==> config.mk <==
export PLATFORM = sky130hd
export DESIGN_NAME = soc_top
export DESIGN_NICKNAME = d
export VERILOG_FILES = /design/src/common/soc_pkg.sv /design/src/logic/reset_seq.sv /design/src/logic/activity_led.sv /design/src/bus/pi1_decoder.sv /design/src/bus/pi1_resp_mux.sv /design/src/dev/devtbl.sv /design/src/dev/gpio_regs.sv /design/src/logic/soc_top.sv
export VERILOG_INCLUDE_DIRS = /design/src /design/src/common
export SDC_FILE = /design/constraint.sdc
export NUM_CORES = 1
export LEC_CHECK = 0
export ABC_AREA = 1
export BUFFER_PORTS_ARGS = -buffer_cell sky130_fd_sc_hd__clkbuf_2
export CAP_MARGIN = 20
export CORE_MARGIN = 10
export CORE_UTILIZATION = 45
export DETAILED_ROUTE_END_ITERATION = 10
export HOLD_SLACK_MARGIN = 0.06
export PLACE_DENSITY = 0.7
export SYNTH_ARGS = -nofsm -noshare
export SYNTH_HDL_FRONTEND = slang
export SYNTH_HIERARCHICAL = 1
export SYNTH_SLANG_ARGS = --single-unit
==> constraint.sdc <==
create_clock -name clk100mhz -period 4.7 [get_ports clk100mhz]
set_input_delay 0.235 -clock clk100mhz [delete_from_list [all_inputs] [get_ports clk100mhz]]
set_output_delay 0.235 -clock clk100mhz [all_outputs]
set_load 0.005 [all_outputs]
==> src/common/soc_config.svh <==
// Build-time widths, address map and counter lengths of the system-control core
// Included by the package and by every module that sizes a port or a counter
`ifndef SOC_CONFIG_SVH
`define SOC_CONFIG_SVH

// ~~~~~~~~~~~~~~~~~~~~~~~~~~~~~~~~~~~~~~~~~~~~~~~~~~
// Bus widths
// ~~~~~~~~~~~~~~~~~~~~~~~~~~~~~~~~~~~~~~~~~~~~~~~~~~
`define SOC_ARCHBITSZ 32 // Data word
`define SOC_ADDRBITSZ 30 // Word address, byte bits dropped
`define SOC_SELBITSZ  4  // One enable per byte lane

`define SOC_GPIOCOUNT 8

// ~~~~~~~~~~~~~~~~~~~~~~~~~~~~~~~~~~~~~~~~~~~~~~~~~~
// Address map, sizes in words
// ~~~~~~~~~~~~~~~~~~~~~~~~~~~~~~~~~~~~~~~~~~~~~~~~~~
// Device table sits at word 0 and GPIO right after it
`define SOC_DEVTBL_MAPSZ 64
`define SOC_GPIO_MAPSZ   64
`define SOC_DEVCOUNT     2 // Mapped devices reported by the table

// ~~~~~~~~~~~~~~~~~~~~~~~~~~~~~~~~~~~~~~~~~~~~~~~~~~
// Counters
// ~~~~~~~~~~~~~~~~~~~~~~~~~~~~~~~~~~~~~~~~~~~~~~~~~~
`define SOC_RST_CYCLES     16 // Reset hold
`define SOC_ACT_CNTR_BITSZ 7  // Activity light off-time

`endif

==> src/common/soc_pkg.sv <==
// Bus operation, slave index and data types of the peripheral bus
// Referenced by scoped name from the modules
`include "soc_config.svh"

package soc_pkg;

	// ~~~~~~~~~~~~~~~~~~~~~~~~~~~~~~~~~~~~~~~~~~~~~~~~~~
	// Bus request
	// ~~~~~~~~~~~~~~~~~~~~~~~~~~~~~~~~~~~~~~~~~~~~~~~~~~
	typedef enum logic [1:0] {
		OP_NONE = 2'b00, // Idle cycle
		OP_WR   = 2'b01,
		OP_RD   = 2'b10,
		OP_RDWR = 2'b11  // Returns old value, writes new one
	} pi1_op_t;

	typedef logic [`SOC_ARCHBITSZ-1:0] word_t;
	typedef logic [`SOC_ADDRBITSZ-1:0] waddr_t;

	// ~~~~~~~~~~~~~~~~~~~~~~~~~~~~~~~~~~~~~~~~~~~~~~~~~~
	// Slaves
	// ~~~~~~~~~~~~~~~~~~~~~~~~~~~~~~~~~~~~~~~~~~~~~~~~~~
	// Order follows the address map
	typedef enum logic [1:0] {
		SL_DEVTBL  = 2'd0,
		SL_GPIO    = 2'd1,
		SL_INVALID = 2'd2 // Default slave, reads zero
	} slave_idx_t;

endpackage

==> src/logic/reset_seq.sv <==
// Power-on and software reset sequencer; drives the system reset of every block
// from rst_p and the devtbl command bits (rst1 warm, both cold, rst0 power-off)
`timescale 1ns/1ns
`include "soc_config.svh"

module reset_seq (
	input  logic clk100mhz,
	input  logic rst_p,
	input  logic rst0_i,
	input  logic rst1_i,
	output logic sys_rst_o
);
	localparam int CNTR_BITSZ = $clog2(`SOC_RST_CYCLES + 1);

	logic [1:0]            cmd_q; // {rst1, rst0} one stage late
	logic [CNTR_BITSZ-1:0] cntr;
	logic                  pwroff_q;
	logic                  reload;
	logic                  pwroff;

	assign reload = cmd_q[1]; // Cold acts as warm
	assign pwroff = cmd_q[0] && !cmd_q[1];

	always_ff @(posedge clk100mhz) begin
		if (rst_p) begin
			cmd_q     <= 2'b00;
			cntr      <= CNTR_BITSZ'(`SOC_RST_CYCLES);
			pwroff_q  <= 1'b0;
			sys_rst_o <= 1'b1;
		end else begin
			cmd_q <= {rst1_i, rst0_i};
			if (reload)
				cntr <= CNTR_BITSZ'(`SOC_RST_CYCLES);
			else if (cntr != '0)
				cntr <= cntr - 1'b1;
			if (pwroff)
				pwroff_q <= 1'b1; // Only rst_p gets out of this
			sys_rst_o <= reload || pwroff || pwroff_q || (cntr != '0);
		end
	end

endmodule

==> src/logic/activity_led.sv <==
// Activity light stretcher; one pulse per burst of bus traffic,
// then a dead time of all-ones counter cycles
`timescale 1ns/1ns
`include "soc_config.svh"

module activity_led (
	input  logic clk100mhz,
	input  logic rst_p,
	input  logic trig_i,
	output logic activity_o
);
	logic [`SOC_ACT_CNTR_BITSZ-1:0] cntr;

	always_ff @(posedge clk100mhz) begin
		if (rst_p) begin
			cntr       <= '0;
			activity_o <= 1'b0;
		end else if (cntr != '0) begin
			activity_o <= 1'b0; // Triggers ignored while running down
			cntr       <= cntr - 1'b1;
		end else begin
			activity_o <= trig_i;
			if (trig_i)
				cntr <= '1;
		end
	end

endmodule

==> src/bus/pi1_decoder.sv <==
// Address decoder of the peripheral bus; picks the slave for each request
// and hands the slaves a request strobe and a word offset
`timescale 1ns/1ns
`include "soc_config.svh"

module pi1_decoder (
	input  logic                                 clk100mhz,
	input  logic                                 sys_rst_i,
	input  soc_pkg::pi1_op_t                     pi1_op_i,
	input  soc_pkg::waddr_t                      pi1_addr_i,
	output logic                                 dt_req_o,
	output logic                                 gp_req_o,
	output soc_pkg::slave_idx_t                  idx_o,
	output logic                                 acc_o,
	output logic [$clog2(`SOC_DEVTBL_MAPSZ)-1:0] offs_o
);
	localparam int DT_BASE = 0;
	localparam int GP_BASE = DT_BASE + `SOC_DEVTBL_MAPSZ;

	soc_pkg::waddr_t dt_rel;
	soc_pkg::waddr_t gp_rel;
	logic            dt_hit;
	logic            gp_hit;

	// Addresses below a base wrap around and fail the size compare
	assign dt_rel = pi1_addr_i - soc_pkg::waddr_t'(DT_BASE);
	assign gp_rel = pi1_addr_i - soc_pkg::waddr_t'(GP_BASE);
	assign dt_hit = dt_rel < soc_pkg::waddr_t'(`SOC_DEVTBL_MAPSZ);
	assign gp_hit = gp_rel < soc_pkg::waddr_t'(`SOC_GPIO_MAPSZ);

	always_comb begin
		idx_o  = soc_pkg::SL_INVALID;
		offs_o = '0;
		if (dt_hit) begin
			idx_o  = soc_pkg::SL_DEVTBL;
			offs_o = dt_rel[$bits(offs_o)-1:0];
		end else if (gp_hit) begin
			idx_o  = soc_pkg::SL_GPIO;
			offs_o = gp_rel[$bits(offs_o)-1:0];
		end
	end

	assign acc_o    = (pi1_op_i != soc_pkg::OP_NONE) && !sys_rst_i; // Dropped in reset
	assign dt_req_o = acc_o && dt_hit;
	assign gp_req_o = acc_o && gp_hit;

	// Map windows must not overlap
	a_one_slave : assert property (@(posedge clk100mhz) !(dt_req_o && gp_req_o))
		else $error("both slaves selected at once");

endmodule

==> src/bus/pi1_resp_mux.sv <==
// Registered response side of the bus; lines up the slave index with the
// slave's registered read data and returns it two cycles after the request
`timescale 1ns/1ns

module pi1_resp_mux (
	input  logic                clk100mhz,
	input  logic                sys_rst_i,
	input  logic                acc_i,
	input  soc_pkg::slave_idx_t idx_i,
	input  soc_pkg::word_t      dt_data_i,
	input  soc_pkg::word_t      gp_data_i,
	output soc_pkg::word_t      pi1_data_o,
	output logic                pi1_rdy_o
);
	logic                acc_q;
	soc_pkg::slave_idx_t idx_q; // Matches the slave data stage
	soc_pkg::word_t      sel_data;

	always_comb begin
		case (idx_q)
			soc_pkg::SL_DEVTBL: sel_data = dt_data_i;
			soc_pkg::SL_GPIO:   sel_data = gp_data_i;
			default:            sel_data = '0; // Unmapped reads zero
		endcase
	end

	// ~~~~~~~~~~~~~~~~~~~~~~~~~~~~~~~~~~~~~~~~~~~~~~~~~~
	// Two stages, so two requests in flight
	// ~~~~~~~~~~~~~~~~~~~~~~~~~~~~~~~~~~~~~~~~~~~~~~~~~~
	always_ff @(posedge clk100mhz) begin
		if (sys_rst_i) begin
			acc_q     <= 1'b0;
			pi1_rdy_o <= 1'b0;
		end else begin
			acc_q     <= acc_i;
			pi1_rdy_o <= acc_q;
		end
	end

	always_ff @(posedge clk100mhz) begin
		idx_q      <= idx_i;
		pi1_data_o <= acc_q ? sel_data : '0;
	end

	// The reset sequencer raises sys_rst late enough for the command write's own reply
	a_no_rdy_in_rst : assert property (@(posedge clk100mhz) sys_rst_i |-> !pi1_rdy_o)
		else $error("bus response during system reset");

endmodule

==> src/dev/devtbl.sv <==
// Device table slave; reports the device count and map sizes and holds
// the software reset command bits for the reset sequencer
`timescale 1ns/1ns
`include "soc_config.svh"

module devtbl (
	input  logic                                 clk100mhz,
	input  logic                                 sys_rst_i,
	input  logic                                 req_i,
	input  soc_pkg::pi1_op_t                     op_i,
	input  logic [$clog2(`SOC_DEVTBL_MAPSZ)-1:0] offs_i,
	input  soc_pkg::word_t                       data_i,
	input  logic [`SOC_SELBITSZ-1:0]             sel_i,
	output soc_pkg::word_t                       data_o,
	output logic                                 rst0_o,
	output logic                                 rst1_o
);
	localparam int OFFS_BITSZ = $clog2(`SOC_DEVTBL_MAPSZ);
	localparam logic [OFFS_BITSZ-1:0] REG_DEVCOUNT = 0;
	localparam logic [OFFS_BITSZ-1:0] REG_DTSZ     = 1;
	localparam logic [OFFS_BITSZ-1:0] REG_GPSZ     = 2;
	localparam logic [OFFS_BITSZ-1:0] REG_RSTCMD   = 3; // Write only

	logic [1:0]     cmd_q;
	logic           is_rd;
	logic           is_wr;
	soc_pkg::word_t rd_word;

	assign is_rd = (op_i == soc_pkg::OP_RD) || (op_i == soc_pkg::OP_RDWR);
	assign is_wr = (op_i == soc_pkg::OP_WR) || (op_i == soc_pkg::OP_RDWR);

	always_comb begin
		case (offs_i)
			REG_DEVCOUNT: rd_word = soc_pkg::word_t'(`SOC_DEVCOUNT);
			REG_DTSZ:     rd_word = soc_pkg::word_t'(`SOC_DEVTBL_MAPSZ);
			REG_GPSZ:     rd_word = soc_pkg::word_t'(`SOC_GPIO_MAPSZ);
			default:      rd_word = '0;
		endcase
	end

	always_ff @(posedge clk100mhz) begin
		if (sys_rst_i)
			cmd_q <= 2'b00;
		else if (req_i && is_wr && (offs_i == REG_RSTCMD) && sel_i[0])
			cmd_q <= data_i[1:0];
	end

	always_ff @(posedge clk100mhz) begin
		if (req_i)
			data_o <= is_rd ? rd_word : '0;
	end

	assign rst1_o = cmd_q[1];
	assign rst0_o = cmd_q[0];

endmodule

==> src/dev/gpio_regs.sv <==
// GPIO slave; word 0 reads the synchronized input pins,
// word 1 is the output register
`timescale 1ns/1ns
`include "soc_config.svh"

module gpio_regs (
	input  logic                               clk100mhz,
	input  logic                               sys_rst_i,
	input  logic                               req_i,
	input  soc_pkg::pi1_op_t                   op_i,
	input  logic [$clog2(`SOC_GPIO_MAPSZ)-1:0] offs_i,
	input  soc_pkg::word_t                     data_i,
	input  logic [`SOC_SELBITSZ-1:0]           sel_i,
	input  logic [`SOC_GPIOCOUNT-1:0]          gpio_i,
	output soc_pkg::word_t                     data_o,
	output logic [`SOC_GPIOCOUNT-1:0]          gpio_o
);
	localparam int OFFS_BITSZ = $clog2(`SOC_GPIO_MAPSZ);
	localparam int PAD_BITSZ  = `SOC_ARCHBITSZ - `SOC_GPIOCOUNT;
	localparam logic [OFFS_BITSZ-1:0] REG_IN  = 0;
	localparam logic [OFFS_BITSZ-1:0] REG_OUT = 1;

	logic [`SOC_GPIOCOUNT-1:0] sync1;
	logic [`SOC_GPIOCOUNT-1:0] sync2;
	logic                      is_rd;
	logic                      is_wr;
	soc_pkg::word_t            rd_word;

	assign is_rd = (op_i == soc_pkg::OP_RD) || (op_i == soc_pkg::OP_RDWR);
	assign is_wr = (op_i == soc_pkg::OP_WR) || (op_i == soc_pkg::OP_RDWR);

	always_ff @(posedge clk100mhz) begin
		sync1 <= gpio_i; // Pins are asynchronous
		sync2 <= sync1;
	end

	always_comb begin
		case (offs_i)
			REG_IN:  rd_word = {{PAD_BITSZ{1'b0}}, sync2};
			REG_OUT: rd_word = {{PAD_BITSZ{1'b0}}, gpio_o};
			default: rd_word = '0;
		endcase
	end

	always_ff @(posedge clk100mhz) begin
		if (sys_rst_i)
			gpio_o <= '0;
		else if (req_i && is_wr && (offs_i == REG_OUT) && sel_i[0])
			gpio_o <= data_i[`SOC_GPIOCOUNT-1:0];
	end

	// Read samples gpio_o before the write lands, so RDWR returns the old value
	always_ff @(posedge clk100mhz) begin
		if (req_i)
			data_o <= is_rd ? rd_word : '0;
	end

endmodule

==> src/logic/soc_top.sv <==
// System-control core: bus decode, devtbl and GPIO slaves, response mux,
// reset sequencer and activity light; the bus master sits outside
`timescale 1ns/1ns
`include "soc_config.svh"

module soc_top (
	input  logic                       clk100mhz,
	input  logic                       rst_p,
	input  soc_pkg::pi1_op_t           pi1_op_i,
	input  soc_pkg::waddr_t            pi1_addr_i,
	input  soc_pkg::word_t             pi1_data_i,
	input  logic [`SOC_SELBITSZ-1:0]   pi1_sel_i,
	input  logic [`SOC_GPIOCOUNT-1:0]  gpio_i,
	output soc_pkg::word_t             pi1_data_o,
	output logic                       pi1_rdy_o,
	output logic [`SOC_GPIOCOUNT-1:0]  gpio_o,
	output logic                       sys_rst_o,
	output logic                       activity_o
);
	logic sys_rst;
	logic rst0;
	logic rst1;
	logic acc;
	logic dt_req;
	logic gp_req;
	soc_pkg::slave_idx_t idx;
	logic [$clog2(`SOC_DEVTBL_MAPSZ)-1:0] offs;
	soc_pkg::word_t dt_data;
	soc_pkg::word_t gp_data;

	assign sys_rst_o = sys_rst;

	reset_seq u_reset_seq (.clk100mhz, .rst_p, .rst0_i(rst0), .rst1_i(rst1),
		.sys_rst_o(sys_rst));

	activity_led u_activity_led (.clk100mhz, .rst_p, .trig_i(acc), .activity_o);

	// ~~~~~~~~~~~~~~~~~~~~~~~~~~~~~~~~~~~~~~~~~~~~~~~~~~
	// Peripheral bus
	// ~~~~~~~~~~~~~~~~~~~~~~~~~~~~~~~~~~~~~~~~~~~~~~~~~~
	pi1_decoder u_pi1_decoder (.clk100mhz, .sys_rst_i(sys_rst), .pi1_op_i, .pi1_addr_i,
		.dt_req_o(dt_req), .gp_req_o(gp_req), .idx_o(idx), .acc_o(acc), .offs_o(offs));

	devtbl u_devtbl (.clk100mhz, .sys_rst_i(sys_rst), .req_i(dt_req), .op_i(pi1_op_i),
		.offs_i(offs), .data_i(pi1_data_i), .sel_i(pi1_sel_i), .data_o(dt_data),
		.rst0_o(rst0), .rst1_o(rst1));

	gpio_regs u_gpio_regs (.clk100mhz, .sys_rst_i(sys_rst), .req_i(gp_req), .op_i(pi1_op_i),
		.offs_i(offs), .data_i(pi1_data_i), .sel_i(pi1_sel_i), .gpio_i,
		.data_o(gp_data), .gpio_o);

	pi1_resp_mux u_pi1_resp_mux (.clk100mhz, .sys_rst_i(sys_rst), .acc_i(acc), .idx_i(idx),
		.dt_data_i(dt_data), .gp_data_i(gp_data), .pi1_data_o, .pi1_rdy_o);

endmodule

==> flow_summary_export.csv <==
group,metric,value,unit
min_path,holdCritPathClass,"in -> reg",
yosys,synth-seq-area-share,41.1,%
setup_path,startpoint_type,"input pin",
route,wl,9.87,mm
clock_network,clk_pin_slew,0.10,ns
yosys,netlist_area,4580,um^2
global_routing,antenna_found_initial,0,
die,dieArea,14600,um^2
route,drtAntennaViolNets,0,
clock_network,clockBufferDepth,2,
timing,hold_viol_final,0,
min_path,whs_endpoint,"u_devtbl/cmd_q[0]$_SDFFE_PP0P_",
setup_path,crit_path_max_fanout,9,
setup_path,worstReg2RegStart,"u_reset_seq/sys_rst_o$_SDFF_PP1_",
route,initialDrtViolationCount,176,
setup_path,required,5.00,ns
min_path,min_path_cells,3,
run,maxCapViolations,0,
pwr,max-vdd-ir-drop,0.208,mV
timing,drv_slew,0,
die,dieHeight,121,um
placement,io_buffer_count,93,
timing,fmax,391,MHz
placement,dp_hpwl,7.63,mm
timing,worst_pin_slew,1.02,ns
die,initial_core_util,46.5,%
die,pin_count,121,
placement,gp_congestion,0.834,
setup_path,crit_arrival,2.86,ns
placement,dp_cells,812,
die,core_area,9860,um^2
route,drc,0,
timing,period_needed,2.56,ns
global_routing,grt_start_max_net_pins,34,
timing,tns,0,ns
clock_network,cts_tree,"built",
global_routing,grt_overflow,0,
clock_network,cts_root_buffer,"clkbuf_8",
timing,slew_headroom,31.9,%
yosys,synth_area_leader_cell,"dfxtp_1",
route,routedWlPerCell,11.8,um
final_layout,final_cell_mix,"nand2_1, clkbuf_2, dfxtp_1",
yosys,ys_ff_latch,89,
setup_path,rr_worst_depth,7,
clock_network,cts_resized,0,
final_layout,final_nets,780,
setup_path,endpoint_kind,"flip-flop",
timing,setup_viol,0,
pwr,p_per_area,359,nW/um^2
min_path,hold_path_startpoint,"pi1_data_i[0]",
timing,clock_skew,0.0139,ns
clock_network,clk_latency,0.35,ns
clock_network,cts_sinks,89,
route,post_drt_via_cell_ratio,4.50,
yosys,synth_cells,601,
final_layout,final_common_cell,"nand2_1",
yosys,dominantRegCellSynth,"dfxtp_1",
yosys,synth_cell_types,32,
final_layout,antennaDiodeCount,0,
die,rows,36,
setup_path,worst-setup-path-type,"in -> reg",
setup_path,reg2reg_setup_slack,2.22,ns
setup_path,worstReg2RegEnd,"u_gpio_regs/gpio_o[4]$_SDFFE_PP0P_",
global_routing,grt_use_total,13.4,%
outcome,outcome,"completed",
timing,finalCritPeriodShare,54.4,%
route,vias,3759,
yosys,yosys_warnings,6,
final_layout,instances_no_fill,836,
yosys,synth_edf_count,10,
yosys,yosysTopAreaCellShare,34.5,%
die,die_w,121,um
timing,rsz0062_at_grt,"false",
global_routing,grt_pass1_wl,16.3,mm
final_layout,fillCellCount,975,
clock_network,cts_buffers,9,
global_routing,grt_pass1_vias,3607,
pwr,leakagePower,2.30,nW
clock_network,cts-htree-levels,3,
yosys,syn_area_per_cell,7.63,um^2
final_layout,area_growth_syn_to_layout,13.9,%
final_layout,layout-drive-gt1-share,22.6,%
yosys,async_flop_share,0,%
yosys,synthTopCellsByArea,"dfxtp_1, nand2_1, buf_4",
route,firstDrtPassIters,4,
-- where the power goes --
group	switching, mW	internal, mW
sequential	0.0507	0.820
combinational	0.256	0.164
clock	0.278	0.308
-- sequential cells by signal (all words and copies together), names as in the netlist, 5 cells and up --
signal	count
u_pi1_resp_mux/pi1_data_o	32
u_reset_seq/cntr	5
u_gpio_regs/sync2	8
u_gpio_regs/gpio_o	8
u_gpio_regs/sync1	8
u_activity_led/cntr	7
u_gpio_regs/data_o	8
-- synthesized netlist by cell type, types with 2 or more instances --
cell type and instances:
a21oi_1 48, buf_4 60, buf_6 4, clkbuf_1 2, conb_1 2, dfxtp_1 79, edfxtp_1 10, ha_1 4
inv_1 54, inv_2 6, nand2_1 122, nand2_2 5, nand2_4 3, nand3_1 60, nand3_2 3, nand3b_1 4
nand4_1 13, nor2_1 77, nor2_2 14, nor2_4 12, nor2_8 3, o21ai_0 4, xor2_1 3
-- how the worst max path moves through the flow --
| stage | startpoint | endpoint | slack (ns) |
|---|---|---|---|
| 5_1_grt | pi1_addr_i[11] | u_gpio_regs/gpio_o[6]$_SDFFE_PP0P_ | 1.77 |
| 4_1_cts | u_reset_seq/sys_rst_o$_SDFF_PP1_ | u_gpio_regs/gpio_o[4]$_SDFFE_PP0P_ | 2.15 |
| 2_1_floorplan | pi1_addr_i[12] | u_gpio_regs/gpio_o[0]$_SDFFE_PP0P_ | 2.41 |
| 3_5_place_dp | pi1_addr_i[12] | u_gpio_regs/gpio_o[4]$_SDFFE_PP0P_ | 1.77 |
| 6_report | pi1_addr_i[12] | u_gpio_regs/gpio_o[4]$_SDFFE_PP0P_ | 2.14 |
| 3_3_place_gp | pi1_addr_i[12] | u_gpio_regs/gpio_o[7]$_SDFFE_PP0P_ | 1.84 |
-- kinds of logic (layout without fill, tap and decap cells) --
kind of cell,after synthesis,count (layout),share of synthesized area (%)
and+or+nand+nor,321,321,34.8
adders and majority gates,4,4,1.09
AOI/OAI and AO/OA,53,53,5.82
other,2,54,0.164
xor gates and xnor gates,4,4,0.765
buffers and inverters,128,178,16.3
DFF,89,89,41.1
-- layout make-up --
| type | instances | area, um^2 | share of cell area (%) |
|---|---|---|---|
| clock buffers | 10 | 128 | 2.44 |
| inverters | 60 | 225 | 4.31 |
| well taps | 133 | 166 | 3.19 |
| flip-flops and latches | 89 | 1880 | 36.0 |
| clock inverters | 6 | 97.6 | 1.87 |
| repair buffers | 102 | 573 | 11.0 |
| multi-input cells | 436 | 2150 | 41.2 |
-- worst max-delay path, stage by stage --
cell,delay [ns]
clkbuf_2,0.09
nor2_1,0.20
nand2_1,0.11
nor2_2,0.18
nand3b_1,0.15
nand2_1,0.09
nand2_1,0.05
nor2_1,0.10
nand2_1,0.07
nor2_2,0.09
nand2_2,0.12
nor2_1,0.55
nand3_1,0.27
nor3_4,0.39
nor2_1,0.08
nor2_1,0.10
-- metrics by stage --
step / utilization [%] / setup slack [ns] / total power, mW / hold slack (ns) / area [um^2]
2_1_floorplan: - / 2.41 / 1.24 / 0.263 / 4780
3_3_place_gp: 49.5 / 1.84 / 1.28 / 0.315 / 4890
3_5_place_dp: 49.8 / 1.77 / 1.30 / 0.313 / 4910
4_1_cts: 52.9 / 2.15 / 1.89 / 0.0952 / 5220
5_1_grt: 52.9 / 1.77 / 2.01 / 0.110 / 5220
6_report: 52.9 / 2.14 / 1.88 / 0.121 / 5220
-- layer usage --
metal,vias up,global-route usage (%),routed length [um]
met4,0,5.13,70
met1,1668,16.1,4420
met5,-,0,0
met2,89,22.1,4780
li1,1998,-,-
met3,4,3.77,603
-- what timing repair did --
action | in CTS | in global routing
endpoints found under the hold margin | 8 | 0
hold buffers | 8 | 0
buffers inserted | 0 | 0
Power figures use the tool's default switching activity.
